<file path="src/include/rv_core_config.svh">
`ifndef RV_CORE_CONFIG_SVH
`define RV_CORE_CONFIG_SVH

// data path and address width
`define RV_XLEN 32

// architectural register file
`define RV_NUM_REGS 32
`define RV_REG_AW 5

// fetch starts here once reset drops
`define RV_RESET_PC 0
`define RV_INSN_BYTES 4

`endif
</file>
<file path="src/verilog/rv_pkg.sv">
`include "rv_core_config.svh"

package rv_pkg;

  // major opcodes, the unimplemented ones are listed so decode can ignore them
  typedef enum logic [6:0] {
    OPC_LOAD     = 7'b0000011,
    OPC_MISC_MEM = 7'b0001111,
    OPC_OP_IMM   = 7'b0010011,
    OPC_AUIPC    = 7'b0010111,
    OPC_STORE    = 7'b0100011,
    OPC_OP       = 7'b0110011,
    OPC_LUI      = 7'b0110111,
    OPC_BRANCH   = 7'b1100011,
    OPC_JALR     = 7'b1100111,
    OPC_JAL      = 7'b1101111,
    OPC_SYSTEM   = 7'b1110011
  } opcode_e;

  typedef enum logic [3:0] {
    ALU_ADD, ALU_SUB, ALU_SLL, ALU_SLT, ALU_SLTU, ALU_XOR,
    ALU_SRL, ALU_SRA, ALU_OR, ALU_AND, ALU_PASS_B
  } alu_op_e;

  // values are the funct3 codes of the branch group
  typedef enum logic [2:0] {
    BR_BEQ  = 3'b000,
    BR_BNE  = 3'b001,
    BR_BLT  = 3'b100,
    BR_BGE  = 3'b101,
    BR_BLTU = 3'b110,
    BR_BGEU = 3'b111
  } branch_e;

  typedef struct packed {
    logic [`RV_REG_AW-1:0] rs1;
    logic [`RV_REG_AW-1:0] rs2;
    logic [`RV_REG_AW-1:0] rd;
    alu_op_e               alu_op;
    logic                  use_imm;
    logic [`RV_XLEN-1:0]   imm;
    logic                  reg_we;
    logic                  is_branch;
    branch_e               branch;
    logic                  is_ecall;
  } decoded_t;

  typedef struct packed {
    logic                  we;
    logic [`RV_REG_AW-1:0] rd;
    logic [`RV_XLEN-1:0]   data;
  } wb_t;

endpackage

</file>
<file path="src/verilog/rv_core.sv">
`timescale 1ns/10ps
`include "rv_core_config.svh"

module rv_core
  import rv_pkg::*;
(
  input  logic                clk,
  input  logic                rst,
  output logic [`RV_XLEN-1:0] pc,
  input  logic [31:0]         insn,
  output wb_t                 wb,
  output logic                halt
);

  localparam logic [`RV_XLEN-1:0] RESET_PC = `RV_RESET_PC;
  localparam logic [`RV_XLEN-1:0] INSN_STEP = `RV_INSN_BYTES;

  decoded_t            dec;
  logic [`RV_XLEN-1:0] rs1_data;
  logic [`RV_XLEN-1:0] rs2_data;
  logic [`RV_XLEN-1:0] alu_b;
  logic [`RV_XLEN-1:0] alu_result;
  logic                branch_taken;
  logic [`RV_XLEN-1:0] pc_next;

  rv_decode u_decode (
    .insn (insn),
    .dec  (dec)
  );

  rv_regfile u_regfile (
    .clk      (clk),
    .rst      (rst),
    .wb       (wb),
    .rs1      (dec.rs1),
    .rs2      (dec.rs2),
    .rs1_data (rs1_data),
    .rs2_data (rs2_data)
  );

  // immediate forms use the decoded immediate as second operand
  assign alu_b = dec.use_imm ? dec.imm : rs2_data;

  rv_alu u_alu (
    .op           (dec.alu_op),
    .a            (rs1_data),
    .b            (alu_b),
    .branch       (dec.branch),
    .result       (alu_result),
    .branch_taken (branch_taken)
  );

  // write-back for the coming edge, quiet during reset
  assign wb.we = dec.reg_we && !dec.is_branch && !rst;
  assign wb.rd = dec.rd;
  assign wb.data = alu_result;

  assign halt = dec.is_ecall && !rst;

  // branch target is relative to the branch itself
  assign pc_next = (dec.is_branch && branch_taken) ? pc + dec.imm : pc + INSN_STEP;

  always_ff @(posedge clk) begin
    if (rst) begin
      pc <= RESET_PC;
    end else begin
      pc <= pc_next;
    end
  end

  // a taken branch with a bad offset would show up here
  a_pc_aligned: assert property (@(posedge clk) disable iff (rst) pc[1:0] == 2'b00)
    else $error("rv_core: misaligned pc %h", pc);

endmodule

</file>
<file path="src/verilog/rv_regfile.sv">
`timescale 1ns/10ps
`include "rv_core_config.svh"

module rv_regfile
  import rv_pkg::*;
(
  input  logic                  clk,
  input  logic                  rst,
  input  wb_t                   wb,
  input  logic [`RV_REG_AW-1:0] rs1,
  input  logic [`RV_REG_AW-1:0] rs2,
  output logic [`RV_XLEN-1:0]   rs1_data,
  output logic [`RV_XLEN-1:0]   rs2_data
);

  logic [`RV_XLEN-1:0] regs [`RV_NUM_REGS];

  always_ff @(posedge clk) begin
    if (rst) begin
      regs <= '{default: '0};
    end else if (wb.we && (wb.rd != '0)) begin
      regs[wb.rd] <= wb.data;
    end
  end

  // x0 reads as zero because entry 0 is cleared and never written
  assign rs1_data = regs[rs1];
  assign rs2_data = regs[rs2];

  // x0 storage must stay clear whatever the core writes back
  a_x0_zero: assert property (@(posedge clk) disable iff (rst) regs[0] == '0)
    else $error("rv_regfile: x0 storage was written");

endmodule

</file>
<file path="src/verilog/rv_alu.sv">
`timescale 1ns/10ps
`include "rv_core_config.svh"

module rv_alu
  import rv_pkg::*;
(
  input  alu_op_e             op,
  input  logic [`RV_XLEN-1:0] a,
  input  logic [`RV_XLEN-1:0] b,
  input  branch_e             branch,
  output logic [`RV_XLEN-1:0] result,
  output logic                branch_taken
);

  logic [4:0] shamt;
  logic       eq;
  logic       lt;
  logic       ltu;

  // only the low 5 bits of the shift amount count
  assign shamt = b[4:0];

  // compares are shared between SLT/SLTU and the branch unit
  assign eq = (a == b);
  assign lt = ($signed(a) < $signed(b));
  assign ltu = (a < b);

  always_comb begin
    // op comes straight from decode, anything outside the enum is a decode bug
    assert (op inside {ALU_ADD, ALU_SUB, ALU_SLL, ALU_SLT, ALU_SLTU, ALU_XOR,
                       ALU_SRL, ALU_SRA, ALU_OR, ALU_AND, ALU_PASS_B})
      else $error("rv_alu: undefined operation %0d", op);
    case (op)
      ALU_ADD:    result = a + b;
      ALU_SUB:    result = a - b;
      ALU_SLL:    result = a << shamt;
      ALU_SLT:    result = {{(`RV_XLEN-1){1'b0}}, lt};
      ALU_SLTU:   result = {{(`RV_XLEN-1){1'b0}}, ltu};
      ALU_XOR:    result = a ^ b;
      ALU_SRL:    result = a >> shamt;
      ALU_SRA:    result = $signed(a) >>> shamt;
      ALU_OR:     result = a | b;
      ALU_AND:    result = a & b;
      ALU_PASS_B: result = b;
      default:    result = '0;
    endcase
  end

  always_comb begin
    case (branch)
      BR_BEQ:  branch_taken = eq;
      BR_BNE:  branch_taken = !eq;
      BR_BLT:  branch_taken = lt;
      BR_BGE:  branch_taken = !lt;
      BR_BLTU: branch_taken = ltu;
      BR_BGEU: branch_taken = !ltu;
      default: branch_taken = 1'b0;
    endcase
  end

endmodule

</file>
<file path="src/verilog/rv_decode.sv">
`timescale 1ns/10ps
`include "rv_core_config.svh"

module rv_decode
  import rv_pkg::*;
(
  input  logic [31:0] insn,
  output decoded_t    dec
);

  opcode_e             opcode;
  logic [2:0]          funct3;
  logic [6:0]          funct7;
  logic [`RV_XLEN-1:0] imm_i;
  logic [`RV_XLEN-1:0] imm_b;
  logic [`RV_XLEN-1:0] imm_u;

  assign opcode = opcode_e'(insn[6:0]);
  assign funct3 = insn[14:12];
  assign funct7 = insn[31:25];

  // sign-extended immediates
  assign imm_i = {{20{insn[31]}}, insn[31:20]};
  assign imm_b = {{19{insn[31]}}, insn[31], insn[7], insn[30:25], insn[11:8], 1'b0};
  // U type sits in the upper 20 bits
  assign imm_u = {insn[31:12], 12'b0};

  // alt picks SUB for funct3 000 and SRA for funct3 101
  function automatic alu_op_e funct3_to_op(input logic [2:0] f3, input logic alt);
    alu_op_e op;
    case (f3)
      3'b000: op = alt ? ALU_SUB : ALU_ADD;
      3'b001: op = ALU_SLL;
      3'b010: op = ALU_SLT;
      3'b011: op = ALU_SLTU;
      3'b100: op = ALU_XOR;
      3'b101: op = alt ? ALU_SRA : ALU_SRL;
      3'b110: op = ALU_OR;
      default: op = ALU_AND;
    endcase
    return op;
  endfunction

  always_comb begin
    dec = '0;
    dec.rs1 = insn[19:15];
    dec.rs2 = insn[24:20];
    dec.rd = insn[11:7];
    case (opcode)
      OPC_LUI: begin
        dec.alu_op = ALU_PASS_B;
        dec.use_imm = 1'b1;
        dec.imm = imm_u;
        dec.reg_we = 1'b1;
      end
      OPC_OP_IMM: begin
        // ADDI has no SUB form, only the right shift looks at funct7
        dec.alu_op = funct3_to_op(funct3, (funct3 == 3'b101) && funct7[5]);
        dec.use_imm = 1'b1;
        dec.imm = imm_i;
        case (funct3)
          3'b001: dec.reg_we = (funct7 == 7'b0000000);
          3'b101: dec.reg_we = (funct7 == 7'b0000000) || (funct7 == 7'b0100000);
          default: dec.reg_we = 1'b1;
        endcase
      end
      OPC_OP: begin
        dec.alu_op = funct3_to_op(funct3, funct7[5]);
        // M extension (funct7 = 1) and other encodings write nothing
        dec.reg_we = (funct7 == 7'b0000000) ||
                     ((funct7 == 7'b0100000) && (funct3 == 3'b000 || funct3 == 3'b101));
      end
      OPC_BRANCH: begin
        // funct3 010 and 011 are reserved
        dec.is_branch = (funct3[2:1] != 2'b01);
        dec.branch = branch_e'(funct3);
        dec.imm = imm_b;
      end
      OPC_SYSTEM: begin
        dec.is_ecall = (insn[31:7] == 25'd0);
      end
      OPC_LOAD, OPC_STORE, OPC_JAL, OPC_JALR, OPC_AUIPC, OPC_MISC_MEM: begin
        // not implemented here, treated as a no-op
        dec.reg_we = 1'b0;
      end
      default: begin
        dec.reg_we = 1'b0;
      end
    endcase
  end

endmodule

</file>
<file path="config.mk">
export PLATFORM = sky130hd
export DESIGN_NAME = rv_core
export DESIGN_NICKNAME = d
export VERILOG_FILES = /design/src/verilog/rv_pkg.sv /design/src/verilog/rv_core.sv /design/src/verilog/rv_regfile.sv /design/src/verilog/rv_alu.sv /design/src/verilog/rv_decode.sv
export VERILOG_INCLUDE_DIRS = /design/src /design/src/include
export SDC_FILE = /design/constraint.sdc
export NUM_CORES = 2
export LEC_CHECK = 0
export BUFFER_PORTS_ARGS = -buffer_cell sky130_fd_sc_hd__buf_2
export CELL_PAD_IN_SITES_DETAIL_PLACEMENT = 1
export CELL_PAD_IN_SITES_GLOBAL_PLACEMENT = 2
export CORE_UTILIZATION = 30
export DETAILED_ROUTE_END_ITERATION = 7
export MAX_ROUTING_LAYER = met4
export PLACE_DENSITY = 0.64
export REMOVE_ABC_BUFFERS = 1
export SYNTH_ARGS = -nofsm -noshare
export SYNTH_HDL_FRONTEND = slang
export SYNTH_SLANG_ARGS = --single-unit
</file>
<file path="constraint.sdc">
create_clock -name clk -period 12.8 [get_ports clk]
set_input_delay 0 -clock clk [delete_from_list [all_inputs] [get_ports clk]]
set_output_delay 0 -clock clk [all_outputs]
set_load 0.02 [all_outputs]
</file>
; Word level (Yosys, flattened, before mapping)
; Cells that the tools add are included.
[totals]
regBits = 1056
mem_bits_ro = 0
input_bits = 34
mem_count = 0
mem_bits_rw = 0
word_cells = 130
latchBits = 0
output_inout_bits = 71
[op_classes]
bitwise = 6
eq_ne = 29
shift = 3
order_cmp = 6
reduce_logical = 23
n_mul = 0
muxes = 26
div = 0
n_addsub = 4
[ops]
columns = operator, n
row1 = bitwise mux 1024 bit, 1
row2 = one-hot mux 32 bit (11 select lines), 1
row3 = binary-select mux 32 bit (select 5 bit), 2
row4 = 2-to-1 mux 32 bit, 7
row5 = demux 32 bit (select 5 bit), 1
row6 = one-hot mux 32 bit (3 select lines), 1
row7 = adder 32 bit, 2
row8 = less-than comparator 32 bit, 2
row9 = one-hot mux 4 bit (7 select lines), 2
row10 = adder 32 x 3 -> 32 bit (second input constant), 1
row11 = AND 32 bit, 1
row12 = == test 32 bit, 1
row13 = bitwise OR 32 bit, 1
row14 = << shifter 32 x 5 -> 32 bit, 1
row15 = right shift 32 x 5 -> 32 bit, 1
row16 = >>> shifter 32 x 5 -> 32 bit, 1
row17 = subtractor 32 bit, 1
row18 = XOR 32 bit, 1
row19 = zero test 25 bit, 1
row20 = == test 3 bit (second input constant), 7
row21 = == test 7 x 6 -> 1 bit (second input constant), 3
row22 = greater-or-equal comparator 6 bit (second input constant), 3
row23 = NOT 5 -> 6 bit, 3
row24 = == test 4 x 3 -> 1 bit (second input constant), 4
row25 = other kinds (23), 48

; Logic depth before layout (Yosys ltp)
[depth]
depth_word = 10
mapped_depth = 27
ltp_nobuf = 21

; Cells and area by module
; Synthesis repeated with hierarchy kept, for this count alone.
[hier_totals]
cells_unflattened = 8818
area_unflattened_um2 = 66118.4
[by_module_without_submodules]
columns = mod, seq_area_each_um2, n_inst, area_per_inst_um2, cells_per_inst
row1 = rv_regfile, 20499.7, 1, 52630.5, 6848
row2 = rv_alu, 0.0, 1, 9031.2, 1385
row3 = rv_core, 640.6, 1, 3739.8, 479
row4 = rv_decode, 0.0, 1, 716.9, 106

; Worst setup path before layout
; OpenSTA, ideal clock, no wires.
[synth_timing]
path_kind = input to register
from = input insn[20]
to = register pc[18]
arrival_ns = 6.355
path_slack_ns = 6.307
cell_stages = 24
setup_time_ns = 0.137
n_path_buf = 10
required_time_ns = 12.663
path_cell_list = buf_6 -> buf_6 -> buf_4 -> buf_2 -> buf_2 -> clkbuf_1 -> buf_1 -> mux4_2 -> mux4_2 -> mux2i_1 -> o21ai_0 -> ha_1 -> clkbuf_1 -> a221oi_1 -> or4b_2 -> and3_1 -> nor4bb_1 -> o21ai_0 -> mux2i_1 -> a311o_1 -> nand2_1 -> clkbuf_1 -> buf_1 -> a211oi_1
[synth_between]
elab_chain_cells = 10
elab_cells_between_ends = 16
cone_classes = 1 x add/sub / 2 x order compare / 1 x eq/ne / 7 x mux / 1 x bitwise / 4 x reduce/logical
[synth_lines]
columns = element, line_no
row1 = "start, declared", rv_core.sv:10  ; input logic [31:0] insn,
row2 = NOT 5 -> 6 bit (not written as such), rv_regfile.sv:28  ; assign rs2_data = regs[rs2];
row3 = binary-select mux 32 bit (select 5 bit), rv_regfile.sv:28
row4 = 2-to-1 mux 32 bit (not written as such) (2 in series), rv_regfile.sv:28
row5 = 2-to-1 mux 32 bit, rv_core.sv:42  ; assign alu_b = dec.use_imm ? dec.imm : rs2_data;
row6 = "less-than comparator 32 bit, or another cell as far along", rv_alu.sv:26  ; assign ltu = (a < b);
row7 = "zero test 1 bit, on equally long branches", "rv_alu.sv:56, rv_alu.sv:52, rv_alu.sv:54"
row8 = one-hot mux 1 bit (6 select lines), rv_alu.sv:50  ; case (branch)
row9 = logical AND 1 bit, rv_core.sv:61  ; assign pc_next = (dec.is_branch && branch_taken) ? pc + dec.imm : pc + INSN_STEP;
row10 = 2-to-1 mux 32 bit *, rv_core.sv:61
row11 = "end signal, assigned", rv_core.sv:67  ; pc <= pc_next;
row12 = "end, declared", rv_core.sv:9  ; output logic [`RV_XLEN-1:0] pc,
; Every way passes the cells marked *; elsewhere a longest branch is shown, timed or not. The select of a mux whose other input is x is not followed.
; A chain may end at the register's enable or synchronous reset.

==> impl_metrics.csv <==
group,metric,value,unit
synthesis,async_flop_share,0,
worst_setup_path,reg2reg_from,"u_regfile.regs[160]",
sta,hold_viol,0,
synthesis,synth_seq_area_share,0.3277,
finish,syn2layout_area_growth,12.03,%
sta,setup_viol,0,
grt,antenna_found_initial,18,
finish,utilization,0.3394,
cts,root_buffer,"clkbuf_16",
cts,cts_tree,"done",
floorplan,die-area,216900,um2
finish,layout-drive-gt1-share,0.1565,
grt,grt_pass1_vias,59130,
worst_setup_path,crit_type,"input port to output pin",
hold_path,hold_start,"insn[25]",
sta,fin_crit,8.356,ns
sta,fin_tns_setup,0,ns
worst_setup_path,worstPathArrival,8.36,ns
grt,grt_usage,0.3069,
floorplan,dieWidth,465.7,um
synthesis,synth_simple_gate_area_frac,0.1246,
worst_setup_path,cp_max_fo,48,
floorplan,die_h,465.7,um
synthesis,synth.area.top_cells,"dfxtp_1, mux4_2, a211oi_1",
synthesis,synth_xor_area_frac,0.008689,
worst_setup_path,ff2ff_path_depth,21,
sta,tightestPinTransition,1.264,ns
cts,clk_latency,0.83,ns
sta,rsz0062_at_grt,"no",
drt,ant_nets,0,
worst_setup_path,setup.worst_path.end_class,"output pin",
worst_setup_path,required,12.80,ns
cts,cts_hold_buffers,13,
synthesis,synth_top_family_by_area,"compound AO/OA/AOI/OAI gates",
floorplan,rows,169,
hold_path,min_path_type,"input port to flop",
cts,clkTransAtPathRegs,0.05,ns
cts,cts_buffer_depth,3,
drt,drt-vias-per-instance,6.168,
placed_design,gp_congestion,1.031,
hold_path,min_to,"pc[5]",
drt,num_vias,59960,
power_and_ir_drop,p_total,8.518,mW
power_and_ir_drop,powerDensity,117.9,nW/um2
synthesis,ys_seq_elements,1056,
power_and_ir_drop,irDropWorstVdd,0.1111,mV
synthesis,synth_edf_count,0,
synthesis,syn-mean-instance-area,9.099,um2
finish,nNetsFinal,6964,
synthesis,yosysWarnings,0,
worst_setup_path,r2r-end,"pc[31]",
drt,first_iter_violations,5961,
drt,wl_per_cell,34.19,um
cts,post-cts-setup-buffers,0,
grt,grt-ovfl-total,0,
sta,finalCritPeriodShare,0.6528,
floorplan,start_util,0.3030,
worst_setup_path,crit_path_start_kind,"input port",
floorplan,ioPinCount,105,
synthesis,syn_inst,7090,
synthesis,synthMuxAreaShare,0.2203,
synthesis,netlist_area,64510,um2
synthesis,synthAdderAreaFrac,0.02731,
cts,clock-sinks,1056,
synthesis,synth_most_common_cell,"dfxtp_1",
outcome,status,"finished clean",
placed_design,dpl.hpwl,216.9,mm
worst_setup_path,crit_path_start,"insn[21]",
synthesis,ys_types,99,
synthesis,yosys-top-cells-count,"dfxtp_1, nor2_1, a211oi_1",
power_and_ir_drop,leakagePower,24.86,nW
cts,htree_levels,4,
worst_setup_path,reg2reg_slack,5.58,ns
cts,cts_resized,0,
floorplan,core,212900,um2
synthesis,yosysTopAreaCellShare,0.3277,
cts,cts_made_buffers,131,
finish,fillers,24030,
synthesis,synth_compound_area_frac,0.2315,
hold_path,hold_depth,5,
synthesis,synth_flop_cell,"dfxtp_1",
sta,fin_skew,0.04140,ns
placed_design,port-buffer-count,104,
grt,grt_max_degree,176,
drt,routed_wl,332.4,mm
sta,max_slew_margin,0.1555,
job,cap_violations,0,
synthesis,yosys.area.top_type,"dfxtp_1",
grt,grt_pass1_wl,467.0,mm
drt,dr.pass1.iters,6,
drt,drc,0,
sta,max_freq,119.7,MHz
sta,slew_violations,0,
-- layout by cell type (no fill, tap or decap), drive strengths merged, types with 13 or more instances in the layout --
cell type / n
a2111oi: 26
a211o: 28
a211oi: 775
a21boi: 17
a21o: 36
a21oi: 355
a221oi: 18
a22o: 18
a22oi: 205
a31oi: 29
and2: 31
and3: 25
buf: 315
clkbuf: 201
clkinv: 17
dfxtp: 1056
dlygate4sd3: 13
ha: 136
inv: 145
mux2: 31
mux2i: 514
mux4: 387
nand2: 256
nand2b: 29
nand3: 139
nand4: 55
nor2: 1029
nor2b: 60
nor3: 62
nor4: 47
o211ai: 34
o21a: 20
o21ai: 347
o21bai: 15
o221ai: 17
o22ai: 104
or2: 23
xnor2: 38
xor2: 26
-- worst max-delay path, cell delays in order --
cell and delay [ns]:
buf_8 0.34, buf_4 0.71, buf_4 0.74, mux4_2 0.40, mux4_2 0.46, mux2i_1 0.75
o21ai_0 0.32, ha_1 0.52, o21a_1 0.18, o211a_1 0.21, o21a_1 0.16, a21o_1 0.21
o21ai_1 0.55, o31ai_1 0.27, a21o_1 0.24, o2111a_1 0.25, mux2i_1 0.16, a211oi_4 0.60
buf_4 0.48, inv_1 0.22, buf_2 0.21
-- cell families (layout without fill, tap and decap cells) --
kind of cell               count (synthesis)  count (layout)
AOI/OAI and AO/OA                       2188            2188
xor gates and xnor gates                  64              64
adders and majority gates                139             139
buffers and inverters                    901             704
DFF                                     1056            1056
muxes                                    932             932
other                                      0               8
and+or+nand+nor                         1810            1810
-- metal layers --
layer | global-route usage | wire [um] | vias to the layer above
met1 | 0.4113 | 151100 | 31110
met3 | 0.04390 | 19370 | 554
met5 | - | 0 | -
li1 | - | - | 26180
met4 | 0.1330 | 15900 | 0
met2 | 0.4586 | 146000 | 2114
-- sequential cells by signal, summed over array words and instances (netlist names) --
| signal | count |
|---|---|
| pc | 32 |
| u_regfile.regs | 1024 |
-- metrics by stage --
stage / worst slack [ns] / hold WS, ns / cells / instance area, um2
finish: 4.444 / 0.08113 / 9722 / 72270
global route: 4.364 / 0.08932 / 9718 / 72260
CTS: 4.645 / 0.004913 / 9714 / 72250
detailed placement: 4.517 / 0.3521 / 9466 / 67580
global placement: 4.439 / 0.3500 / 9465 / 67560
floorplan: 2.578 / 0 / 6330 / 61180
-- area by class of cell --
class | count | area (um2) | area share
antenna | 8 | 20.02 | 0.0002770
clock buffer | 201 | 3999 | 0.05533
clock inverter | 34 | 544.3 | 0.007531
timing repair buffer | 328 | 2411 | 0.03336
tap | 2821 | 3530 | 0.04884
inverter | 141 | 538.0 | 0.007444
multi-input combinational | 5133 | 40090 | 0.5547
sequential | 1056 | 21140 | 0.2925
-- worst max path at each step --
stage	end	slack [ns]	depth (start not counted)
after floorplan	wb[14]	2.58	17
after global routing	wb[31]	4.36	21
after CTS	wb[31]	4.64	21
after global placement	pc[2]	4.44	19
final	wb[31]	4.44	21
after detailed placement	pc[2]	4.52	19
-- where the power goes --
part | internal [mW] | leakage, nW | total, mW | switching (mW)
Clock | 2.40 | 2.23 | 3.99 | 1.60
Sequential | 3.29 | 8.50 | 3.29 | 0.00269
Combinational | 0.326 | 14.1 | 1.23 | 0.907
Total | 6.01 | 24.9 | 8.52 | 2.51
Note: power is estimated with default switching activity, not from simulation.
